**config.mk**
```make
export PLATFORM = sky130hd
export DESIGN_NAME = psum_reduce
export DESIGN_NICKNAME = d
export VERILOG_FILES = /design/src/design/red_geom_pkg.sv /design/src/design/red_types_pkg.sv /design/src/design/psum_reduce.sv /design/src/design/reduce_tree.sv /design/src/design/node_cfg.sv /design/src/design/red_node.sv /design/src/design/sel_reg_2to1.sv
export SDC_FILE = /design/constraint.sdc
export NUM_CORES = 1
export LEC_CHECK = 0
export BUFFER_PORTS_ARGS = -buffer_cell sky130_fd_sc_hd__buf_2
export CAP_MARGIN = 20
export CORE_ASPECT_RATIO = 1.5
export CORE_MARGIN = 2
export CORE_UTILIZATION = 30
export DETAILED_ROUTE_END_ITERATION = 16
export PLACE_DENSITY_LB_ADDON = 0.15
export RECOVER_POWER = 25
export SETUP_SLACK_MARGIN = 0.3
export SYNTH_ARGS = -nofsm -noshare
export SYNTH_HDL_FRONTEND = slang
export SYNTH_HIERARCHICAL = 1
export SYNTH_SLANG_ARGS = --single-unit
```
**constraint.sdc**
```tcl
create_clock -name clk -period 8 [get_ports clk]
set_input_delay 1.6 -clock clk [delete_from_list [all_inputs] [get_ports clk]]
set_output_delay 1.6 -clock clk [all_outputs]
set_load 0.005 [all_outputs]
```
**src/design/red_geom_pkg.sv**
```systemverilog
`default_nettype none

package red_geom_pkg;

	//////////////////////////////
	// tree geometry defaults
	//////////////////////////////

	// bits per leaf and per sum, sums wrap at this width
	parameter int DEF_DATA_W = 16;

	// leaves per vector, power of two and at least 2
	parameter int DEF_NUM_LEAVES = 4;

endpackage

`default_nettype wire

```
**src/design/red_types_pkg.sv**
```systemverilog
`default_nettype none

package red_types_pkg;

	//////////////////////////////
	// node operations
	//////////////////////////////

	// width of one node opcode on the config bus
	parameter int NODE_OP_W = 2;

	// per-node operation, set at run time
	typedef enum logic [NODE_OP_W-1:0]
	{
		OP_NONE  = 2'd0, // idle, output stays invalid
		OP_ADD   = 2'd1, // sum of both children
		OP_LEFT  = 2'd2, // pass lower-numbered child
		OP_RIGHT = 2'd3  // pass higher-numbered child
	} node_op_t;

endpackage

`default_nettype wire
```
**src/design/psum_reduce.sv**
```systemverilog
`timescale 1ns/1ns
`default_nettype none

// top: config registers feeding the reduction tree
module psum_reduce
#(
	parameter int DATA_W     = red_geom_pkg::DEF_DATA_W,
	parameter int NUM_LEAVES = red_geom_pkg::DEF_NUM_LEAVES
)
(
	input  wire                              clk,
	input  wire                              rst,
	// config write strobe
	input  wire                              i_cfg_wr,
	input  wire [$clog2(NUM_LEAVES)-1:0]     i_cfg_node,
	input  red_types_pkg::node_op_t          i_cfg_op,
	// leaf vector strobe
	input  wire                              i_valid,
	input  wire [NUM_LEAVES*DATA_W-1:0]      i_leaf_bus,
	// root result, log2(NUM_LEAVES) cycles later
	output logic                             o_valid,
	output logic [DATA_W-1:0]                o_sum
);

	import red_types_pkg::*;

	localparam int NUM_NODES = NUM_LEAVES - 1;

	// flat opcode bus, node k at k*NODE_OP_W
	logic [NUM_NODES*NODE_OP_W-1:0] ops;

	//////////////////////////////
	// config and tree
	//////////////////////////////

	node_cfg #(
		.NUM_LEAVES (NUM_LEAVES)
	) u_cfg (
		.clk        (clk),
		.rst        (rst),
		.i_cfg_wr   (i_cfg_wr),
		.i_cfg_node (i_cfg_node),
		.i_cfg_op   (i_cfg_op),
		.o_ops      (ops)
	);

	reduce_tree #(
		.DATA_W     (DATA_W),
		.NUM_LEAVES (NUM_LEAVES)
	) u_tree (
		.clk        (clk),
		.rst        (rst),
		.i_ops      (ops),
		.i_valid    (i_valid),
		.i_leaf_bus (i_leaf_bus),
		.o_valid    (o_valid),
		.o_sum      (o_sum)
	);

endmodule

`default_nettype wire

```
**src/design/reduce_tree.sv**
```systemverilog
`timescale 1ns/1ns
`default_nettype none

// binary tree of red_node, one level per clock
module reduce_tree
#(
	parameter int DATA_W     = 16,
	parameter int NUM_LEAVES = 4
)
(
	input  wire                                           clk,
	input  wire                                           rst,
	input  wire [(NUM_LEAVES-1)*red_types_pkg::NODE_OP_W-1:0] i_ops,
	input  wire                                           i_valid,
	input  wire [NUM_LEAVES*DATA_W-1:0]                   i_leaf_bus,
	output logic                                          o_valid,
	output logic [DATA_W-1:0]                             o_sum
);

	import red_types_pkg::*;

	localparam int NUM_NODES = NUM_LEAVES - 1;
	localparam int LEVELS    = $clog2(NUM_LEAVES);

	// registered node outputs, heap order
	logic [NUM_NODES-1:0] node_valid;
	logic [DATA_W-1:0]    node_data [NUM_NODES];

	//////////////////////////////
	// levels
	//////////////////////////////

	// level lv holds nodes 2**lv-1 .. 2**(lv+1)-2
	for (genvar lv = 0; lv < LEVELS; lv++)
	begin : g_lvl
		for (genvar p = 0; p < (1 << lv); p++)
		begin : g_node
			localparam int K = (1 << lv) - 1 + p;

			logic              l_valid;
			logic              r_valid;
			logic [DATA_W-1:0] l_data;
			logic [DATA_W-1:0] r_data;
			node_op_t          op;

			if (lv == LEVELS - 1)
			begin : g_leaf
				// deepest level, children are leaves 2p and 2p+1
				assign l_valid = i_valid;
				assign r_valid = i_valid;
				assign l_data  = i_leaf_bus[(2*p)*DATA_W +: DATA_W];
				assign r_data  = i_leaf_bus[(2*p+1)*DATA_W +: DATA_W];
			end
			else
			begin : g_inner
				// children 2k+1 and 2k+2, one level down
				assign l_valid = node_valid[2*K+1];
				assign r_valid = node_valid[2*K+2];
				assign l_data  = node_data[2*K+1];
				assign r_data  = node_data[2*K+2];
			end

			assign op = node_op_t'(i_ops[K*NODE_OP_W +: NODE_OP_W]);

			red_node #(
				.DATA_W    (DATA_W)
			) u_node (
				.clk       (clk),
				.rst       (rst),
				.i_op      (op),
				.i_l_valid (l_valid),
				.i_l_data  (l_data),
				.i_r_valid (r_valid),
				.i_r_data  (r_data),
				.o_valid   (node_valid[K]),
				.o_data    (node_data[K])
			);
		end
	end

	// root is the tree result
	assign o_valid = node_valid[0];
	assign o_sum   = node_data[0];

endmodule

`default_nettype wire

```
**src/design/node_cfg.sv**
```systemverilog
`timescale 1ns/1ns
`default_nettype none

// per-node operation registers, one write per strobe
module node_cfg
#(
	parameter int NUM_LEAVES = 4
)
(
	input  wire                                           clk,
	input  wire                                           rst,
	input  wire                                           i_cfg_wr,
	input  wire [$clog2(NUM_LEAVES)-1:0]                  i_cfg_node,
	input  red_types_pkg::node_op_t                       i_cfg_op,
	output logic [(NUM_LEAVES-1)*red_types_pkg::NODE_OP_W-1:0] o_ops
);

	import red_types_pkg::*;

	localparam int NUM_NODES = NUM_LEAVES - 1;

	// one opcode per node, heap order
	node_op_t ops_q [NUM_NODES];

	//////////////////////////////
	// write port
	//////////////////////////////

	always_ff @(posedge clk)
	begin
		if (rst)
		begin
			// every node idle
			for (int k = 0; k < NUM_NODES; k++)
				ops_q[k] <= OP_NONE;
		end
		else if (i_cfg_wr && (int'(i_cfg_node) < NUM_NODES))
		begin
			// out of range index simply dropped
			ops_q[i_cfg_node] <= i_cfg_op;
		end
	end

	// flatten, node k at bits k*NODE_OP_W up
	always_comb
	begin
		for (int k = 0; k < NUM_NODES; k++)
			o_ops[k*NODE_OP_W +: NODE_OP_W] = ops_q[k];
	end

endmodule

`default_nettype wire

```
**src/design/red_node.sv**
```systemverilog
`timescale 1ns/1ns
`default_nettype none

// one tree node: registered adder or registered pass select
module red_node
#(
	parameter int DATA_W = 16
)
(
	input  wire                      clk,
	input  wire                      rst,
	input  red_types_pkg::node_op_t  i_op,
	input  wire                      i_l_valid,
	input  wire [DATA_W-1:0]         i_l_data,
	input  wire                      i_r_valid,
	input  wire [DATA_W-1:0]         i_r_data,
	output logic                     o_valid,
	output logic [DATA_W-1:0]        o_data
);

	import red_types_pkg::*;

	// adder path registers
	logic              add_valid;
	logic [DATA_W-1:0] add_data;
	// set when the last cycle's op was an add
	logic              was_add;

	// select path
	logic              sel_en;
	logic              sel_cmd;
	logic              sel_in_valid;
	logic              sel_valid;
	logic [DATA_W-1:0] sel_data;

	//////////////////////////////
	// adder path
	//////////////////////////////

	always_ff @(posedge clk)
	begin
		if (rst)
		begin
			add_valid <= 1'b0;
			was_add   <= 1'b0;
		end
		else
		begin
			add_valid <= i_l_valid && i_r_valid;
			was_add   <= (i_op == OP_ADD);
		end
	end

	// wraps modulo 2**DATA_W, zero unless both children valid
	always_ff @(posedge clk)
	begin
		if (i_l_valid && i_r_valid)
			add_data <= i_l_data + i_r_data;
		else
			add_data <= '0;
	end

	//////////////////////////////
	// pass path
	//////////////////////////////

	// select only runs for the two pass ops, idle otherwise
	assign sel_en       = (i_op == OP_LEFT) || (i_op == OP_RIGHT);
	assign sel_cmd      = (i_op == OP_RIGHT);
	assign sel_in_valid = sel_cmd ? i_r_valid : i_l_valid;

	sel_reg_2to1 #(
		.DATA_W     (DATA_W)
	) u_sel (
		.clk        (clk),
		.rst        (rst),
		.i_en       (sel_en),
		.i_cmd      (sel_cmd),
		.i_valid    (sel_in_valid),
		.i_data_bus ({i_r_data, i_l_data}),
		.o_valid    (sel_valid),
		.o_data_bus (sel_data)
	);

	// output picks whichever path ran last cycle
	assign o_valid = was_add ? add_valid : sel_valid;
	assign o_data  = was_add ? add_data : sel_data;

endmodule

`default_nettype wire

```
**src/design/sel_reg_2to1.sv**
```systemverilog
`timescale 1ns/1ns
`default_nettype none

// registered 2:1 select, high half when i_cmd is set
module sel_reg_2to1
#(
	parameter int DATA_W = 16
)
(
	input  wire                  clk,
	input  wire                  rst,
	input  wire                  i_en,
	input  wire                  i_cmd,
	input  wire                  i_valid,
	input  wire [2*DATA_W-1:0]   i_data_bus,
	output logic                 o_valid,
	output logic [DATA_W-1:0]    o_data_bus
);

	//////////////////////////////
	// select register
	//////////////////////////////

	always_ff @(posedge clk)
	begin
		// reset wins over enable
		if (rst || !i_en)
		begin
			o_valid    <= 1'b0;
			o_data_bus <= '0;
		end
		else if (i_valid)
		begin
			o_valid <= 1'b1;
			// 1 takes the right child, 0 the left
			if (i_cmd)
				o_data_bus <= i_data_bus[DATA_W +: DATA_W];
			else
				o_data_bus <= i_data_bus[0 +: DATA_W];
		end
		else
		begin
			// nothing arriving, drop back to idle zero
			o_valid    <= 1'b0;
			o_data_bus <= '0;
		end
	end

endmodule

`default_nettype wire

```
* After elaboration in Yosys (flattened, before gate mapping)
Memory sizes are Yosys's and may differ from the RTL's.
Index checks and enable logic that the tools add are counted.
** Storage, ports and cells
- Flip-flop bits (word level) :: 104
- Memory bits (writable) :: 6
- Logic and storage cells :: 65
- Memories kept :: 1
** Cells by class
- Add/sub/neg operators :: 3
- Eq/ne operators :: 9
- Muxes and demuxes :: 20
- Bitwise logic cells :: 2
- Reductions and logical operators :: 15
- Order comparisons :: 1
** Memory list
- u_cfg.ops_q :: words 3, bits a word 2, read ports 3, clocked after memory_dff 0, wr ports 3, RTL line node_cfg.sv:23 : node_op_t ops_q [NUM_NODES];
** Operators by type and width (count)
- $mux 16 :: 6
- $add 16x16->16 :: 3
- $eq 2x2->1 const B :: 6
- $mux 1 :: 12
- $reduce_or 2->1 :: 4
- $eq 2x1->1 const B :: 3
- $logic_or 1x1->1 :: 6
- $mux 2 :: 2
- $logic_not 1->1 :: 3
- $logic_and 1x1->1 :: 2
- $lt 2x2->1 const B :: 1
- $not 1->1 :: 2

* Depth between registers and ports, before layout
- Depth after elaboration :: 7
- Mapped depth :: 9
- Mapped depth without buffers :: 8

* Hierarchy
Netlist, hierarchy kept.
** By module, submodules not included
- red_node at u_tree.g_lvl[0].g_node[0].u_node ... :: area an instance 1368.8 µm², sequential area each 360.3 µm², times used 2, cells an instance 148
- sel_reg_2to1 :: area an instance 620.6 µm², sequential area each 340.3 µm², times used 3, cells an instance 54
- red_node at u_tree.g_lvl[1].g_node[1].u_node :: area an instance 1410.1 µm², sequential area each 360.3 µm², times used 1, cells an instance 155
- node_cfg :: area an instance 266.5 µm², sequential area each 180.2 µm², times used 1, cells an instance 21

* Least setup slack after synthesis
OpenSTA, ideal clock, no wires.
- Path kind :: input-to-reg
- Start :: input i_leaf_bus[0]
- End :: register u_tree.g_lvl[1].g_node[0].u_node.add_data[12]
- Arrival :: 3.295 ns
- Stages :: 7
- Required time :: 7.922 ns
- Setup slack :: 4.627 ns
- Path through :: ha_1 fa_1 a21o_1 a221oi_2 nor4b_1 o31a_1 nor3_1
** Between the ends
- Longest elaborated chain between the ends :: 1
** Ends and longest elaborated chain
- start: declaration :: RTL line psum_reduce.sv:19 : input wire [NUM_LEAVES*DATA_W-1:0] i_leaf_bus,
- $add 16x16->16 :: RTL line red_node.sv:58 : add_data <= i_l_data + i_r_data;
- end signal: assignment :: RTL line red_node.sv:58
- end: declaration :: RTL line red_node.sv:25 : logic [DATA_W-1:0] add_data;
Every way passes these cells.
A chain may end at the register's enable or synchronous reset.

* Final worst setup path
- Start :: register u_tree.g_lvl[1].g_node[1].u_node.was_add
- End :: register u_tree.g_lvl[0].g_node[0].u_node.add_data[12]
** Between the ends
- Longest elaborated chain between the ends :: 2
** Ends and longest elaborated chain
- start: declaration :: RTL line red_node.sv:27 : logic was_add;
- start signal: assignment :: RTL line red_node.sv:50 : was_add <= (i_op == OP_ADD);
- $mux 16 :: RTL line red_node.sv:87 : assign o_data = was_add ? add_data : sel_data;
- via u_tree.g_lvl[0].g_node[0].r_data[0] :: RTL line reduce_tree.sv:43 : logic [DATA_W-1:0] r_data;
- $add 16x16->16 :: RTL line red_node.sv:58
- end signal: assignment :: RTL line red_node.sv:58
- end: declaration :: RTL line red_node.sv:25
The timed path passes the listed nets, and every way through them passes these cells.

==> results.md <==
Run status:
- The flow ran to the end, and the final reports show no timing, DRC or antenna violations.

Clock tree:
- Clock latency on the worst-skew pair, taken at its later pin, is 0.34 ns.
- Gates resized during post-CTS repair numbered 0.
- The clock-pin slew reported for the worst setup and hold paths after clock tree synthesis is 0.07 ns.
- In this run, CTS created clock tree buffers numbering 9.
- The clock passes through at most 2 buffers.
- The deepest level of the CTS H-tree is 3.
- The tree built by TritonCTS fans out to 111 sinks.
- Post-CTS timing repair inserted 0 buffers for setup.
- The TritonCTS clock tree is done.
- In this run, post-CTS hold repair placed 0 buffers.
- The library cell used as clock root buffer is clkbuf_16.

Synthesis:
- The cell area that synthesis handed to floorplanning was 6280 sq um.
- Of the synthesized area, sequential elements account for 36.4%.
- The number of distinct library cells after synthesis is 54.
- Of the total synthesized cell area, the portion taken by XOR and XNOR cells is 4.19%.
- The synthesized-area fraction occupied by ao, oa, aoi and oai cells is 12.4%.
- By area, the combinational part of the netlist is dominated by multiplexers.
- Yosys mapped a number of flops with a built-in enable equal to 6.
- The fraction of registers with async set or reset after synthesis is 0%.
- The synthesized-area fraction occupied by adder cells is 9.93%.
- The most used flip-flop cell after synthesis is dfxtp_1.
- For this run, the number of Yosys warnings is 6.
- The average footprint of a synthesized cell is 9.90 sq um.
- The synthesized design contains 111 register bits.
- Multiplexer cells account for 18.3% of the synthesized area.
- The number of nets in the synthesized netlist is 754.
- Synthesis produced 634 cells.
- The simple logic cell fraction of the synthesized area is 15.7%.

Routing:
- After detailed routing, the number of vias per cell comes to 4.85.
- In this run, the number of DRC markers left after iteration 0 of detailed routing was 167.
- Detailed routing inserted a total of 4,761 vias.
- The final routed wirelength across all metal layers is 15,200 microns.
- The total DRC errors in the routed layout is 0.
- The average wire per cell in the routed design is 15.5 microns.
- The number of iterations in the first detailed-routing pass is 4.
- The post-route antenna net violation count is 0.

Final layout:
- Counting the fill cells in the layout gives 2,205.
- The synthesis-to-layout area growth is 14.3%.
- The post-route netlist has 24.4% of its cells at a drive strength greater than 1.
- The final-stage net count is 832.
- The number of antenna diodes in the final layout is 0.
- The final core area utilization is 35.0%.

Die:
- The total core area is 20,500 sq um.
- The floorplan die height is 181 microns.
- The number of ports placed on the die boundary is 89.
- The width of the die is 122 microns.
- The die area is 22,100 sq um.
- The initial core utilization is 30.6%.
- The floorplan has 64 rows.

Worst hold path:
- The start point of the worst min-delay path is u_cfg/ops_q[0][1].
- The kind of path behind the tightest hold check is reg -> reg.

Timing:
- The largest clock skew in the final design is 0.00768 ns.
- For the final routed database, the setup TNS stands at 0 ns.
- The post-route worst setup slack is 4.52 ns.
- The post-route minimum period is 3.48 ns.
- The peak clock frequency supported by timing is 287 MHz.
- The final count of negative-setup-slack endpoints is 0.
- The worst-margin pin slew is 1.05 ns.
- Setup repair after global routing left no endpoint under its margin.
- The headroom to the max-slew limit is 30.2%.
- Dividing the final minimum period by the clock period gives 43.5%.
- The max-slew violation count is 0.
- The count of final hold-check violations came to 0.

Worst setup path:
- The timing startpoint of the critical path is u_tree/g_lvl[1].g_node[1].u_node/was_add.
- The data required time of the critical path is 8.24 ns.
- STA classifies the critical path startpoint as a flop.
- Walking the worst path, the cells encountered are mux2_1, ha_1, fa_1, a21o_1, a221oi_2, nor4b_1, o31a_1, nor3_1.
- The biggest fanout along the worst timing path is 17.
- The arrival time at the worst endpoint is 3.72 ns.
- The worst register-to-register path has a setup slack of 4.52 ns.
- The category of the most critical setup path is reg -> reg.
- STA classifies the critical path endpoint as a flop.
- The number of cells on the worst reg-to-reg path is 8.
- The highest cell delay on the worst timing path is 0.87 ns.
- The startpoint of the most critical register-to-register path is u_tree/g_lvl[1].g_node[1].u_node/was_add.
- The destination of the worst register-to-register timing path is u_tree/g_lvl[0].g_node[0].u_node/add_data[12].
- The worst-path cell with the longest stage delay is dfxtp_1.
- Following the worst setup path forward leads to its endpoint at u_tree/g_lvl[0].g_node[0].u_node/add_data[12].

GRT:
- After global routing the overflow that remains totals 0.
- The number of global-route vias before repair was 4,958.
- The number of antenna violations at the first check in global routing is 0.
- The pin count of the biggest net entering global routing is 21.
- Global routing used 14.1% of the available tracks across all layers.
- The global-route wire length before repair is 24,400 microns.

Pwr:
- The total power per unit cell area is 179 nW/um^2.
- The worst-case vdd ir drop is 0.0871 mV.
- Summed over all cells, the static leakage comes to 3.13 nW.

Place:
- The detailed placement HPWL is 12,000 microns.
- The count of port buffers added during placement is 88.
- The routability congestion estimate from global placement is 0.888.
- The pre-CTS setup slack is 4.29 ns.

Run:
- Across the run, the number of max-cap violations was 0.
==> cell usage after synthesis, drive strengths merged, types with 4 or more instances <==
library cell	n	area share [%]
a221oi	4	0.76
and3	10	1.0
clkbuf	9	0.54
a21o	18	2.2
a211oi	7	1.0
nor3	9	0.72
dfxtp	105	33
o31a	4	0.56
nand3b	5	1.2
xnor2	8	1.1
o211ai	6	0.88
nor2	96	5.7
nand4	7	0.70
nor4	4	0.40
mux2i	54	8.6
o21ai	14	1.1
a41oi	5	0.70
mux2	54	9.7
buf	13	2.1
nand2b	10	1.0
xor2	22	3.1
nand3	10	0.80
and2	9	0.90
nand2	30	1.8
edfxtp	6	2.9
inv	7	0.42
a21oi	31	2.5
ha	45	9.0
nor3b	5	0.76
o21bai	4	0.60
==> area by class of cell <==
cell class | count | area [sq um] | area share, %
clock buffers | 9 | 225 | 3.14
clock inverters | 7 | 77.6 | 1.08
inverters | 7 | 26.3 | 0.366
multi-input cells | 494 | 3780 | 52.8
flip-flops and latches | 111 | 2280 | 31.8
well taps | 264 | 330 | 4.61
repair buffers | 89 | 445 | 6.21
==> logic make-up after synthesis <==
group / after synthesis
xor gates and xnor gates: 30
and+or+nand+nor: 201
buffers and inverters: 29
adders and majority gates: 48
AOI/OAI and AO/OA: 107
DFF: 111
muxes: 108
==> layout by cell type, fill, tap and decap left out, drive strengths merged, types with 4 or more instances in the layout <==
cell and count:
a41oi 5, a211oi 7, edfxtp 6, o21ai 14, xnor2 8, nand2b 10
nor2 96, a21o 18, clkbuf 11, nor4 4, xor2 22, nand2 30
and2 9, nand4 7, nand3 10, dfxtp 105, o211ai 6, and3 10
o21bai 4, nor3b 5, nor3 9, o31a 4, inv 10, a21oi 31
buf 87, mux2i 54, mux2 54, ha 45, nand3b 5, a221oi 4
==> worst max-delay path, delay by kind of cell (launching register included) <==
family                   cells  cell delay, ns
multiplexers                 1            0.46
AND/OR/NAND/NOR              2            0.38
flip-flops                   1            0.87
adder cells (fa/ha/maj)      2            0.68
AO/OA/AOI/OAI                3            0.98
==> metrics by stage <==
step / power, mW / hold WS [ns] / std cells / area, sq um
floorplan: 0.775 / 0.426 / 634 / 6280
global placement: 0.839 / 0.511 / 965 / 6890
detailed placement: 0.842 / 0.507 / 965 / 6890
CTS: 1.30 / 0.517 / 981 / 7190
global route: 1.35 / 0.468 / 981 / 7170
finish: 1.28 / 0.459 / 981 / 7170
==> how the worst min path moves through the flow <==
stage / to / slack [ns] / cells past startpoint
after CTS: u_tree/g_lvl[1].g_node[0].u_node/was_add / 0.52 / 1
after detailed placement: u_tree/g_lvl[0].g_node[0].u_node/was_add / 0.51 / 1
after floorplan: u_tree/g_lvl[0].g_node[0].u_node/was_add / 0.43 / 1
after global routing: u_tree/g_lvl[0].g_node[0].u_node/was_add / 0.47 / 1
final: u_tree/g_lvl[0].g_node[0].u_node/was_add / 0.46 / 1
after global placement: u_tree/g_lvl[0].g_node[0].u_node/was_add / 0.51 / 1
==> power by group <==
part           switching [mW]  internal, mW
Combinational           0.131         0.104
Sequential             0.0107         0.579
Clock                   0.208         0.247
Total                   0.350         0.931
==> sequential cells by signal, summed over array words and instances (netlist names) <==
| name | flops |
|---|---|
| u_tree/g_lvl.g_node.u_node/add_data | 48 |
| u_tree/g_lvl.g_node.u_node/u_sel/o_data_bus | 48 |
| u_cfg/ops_q | 6 |
| u_tree/g_lvl.g_node.u_node/add_valid | 3 |
| u_tree/g_lvl.g_node.u_node/u_sel/o_valid | 3 |
| u_tree/g_lvl.g_node.u_node/was_add | 3 |
==> layer usage <==
metal	routed length [microns]	vias up	track usage (%)
li1	-	2439	-
met1	6280	2250	16.0
met2	8250	54	26.4
met3	366	18	2.11
met4	310	0	4.78
met5	0	-	0
(Power assumes the default switching activity.)
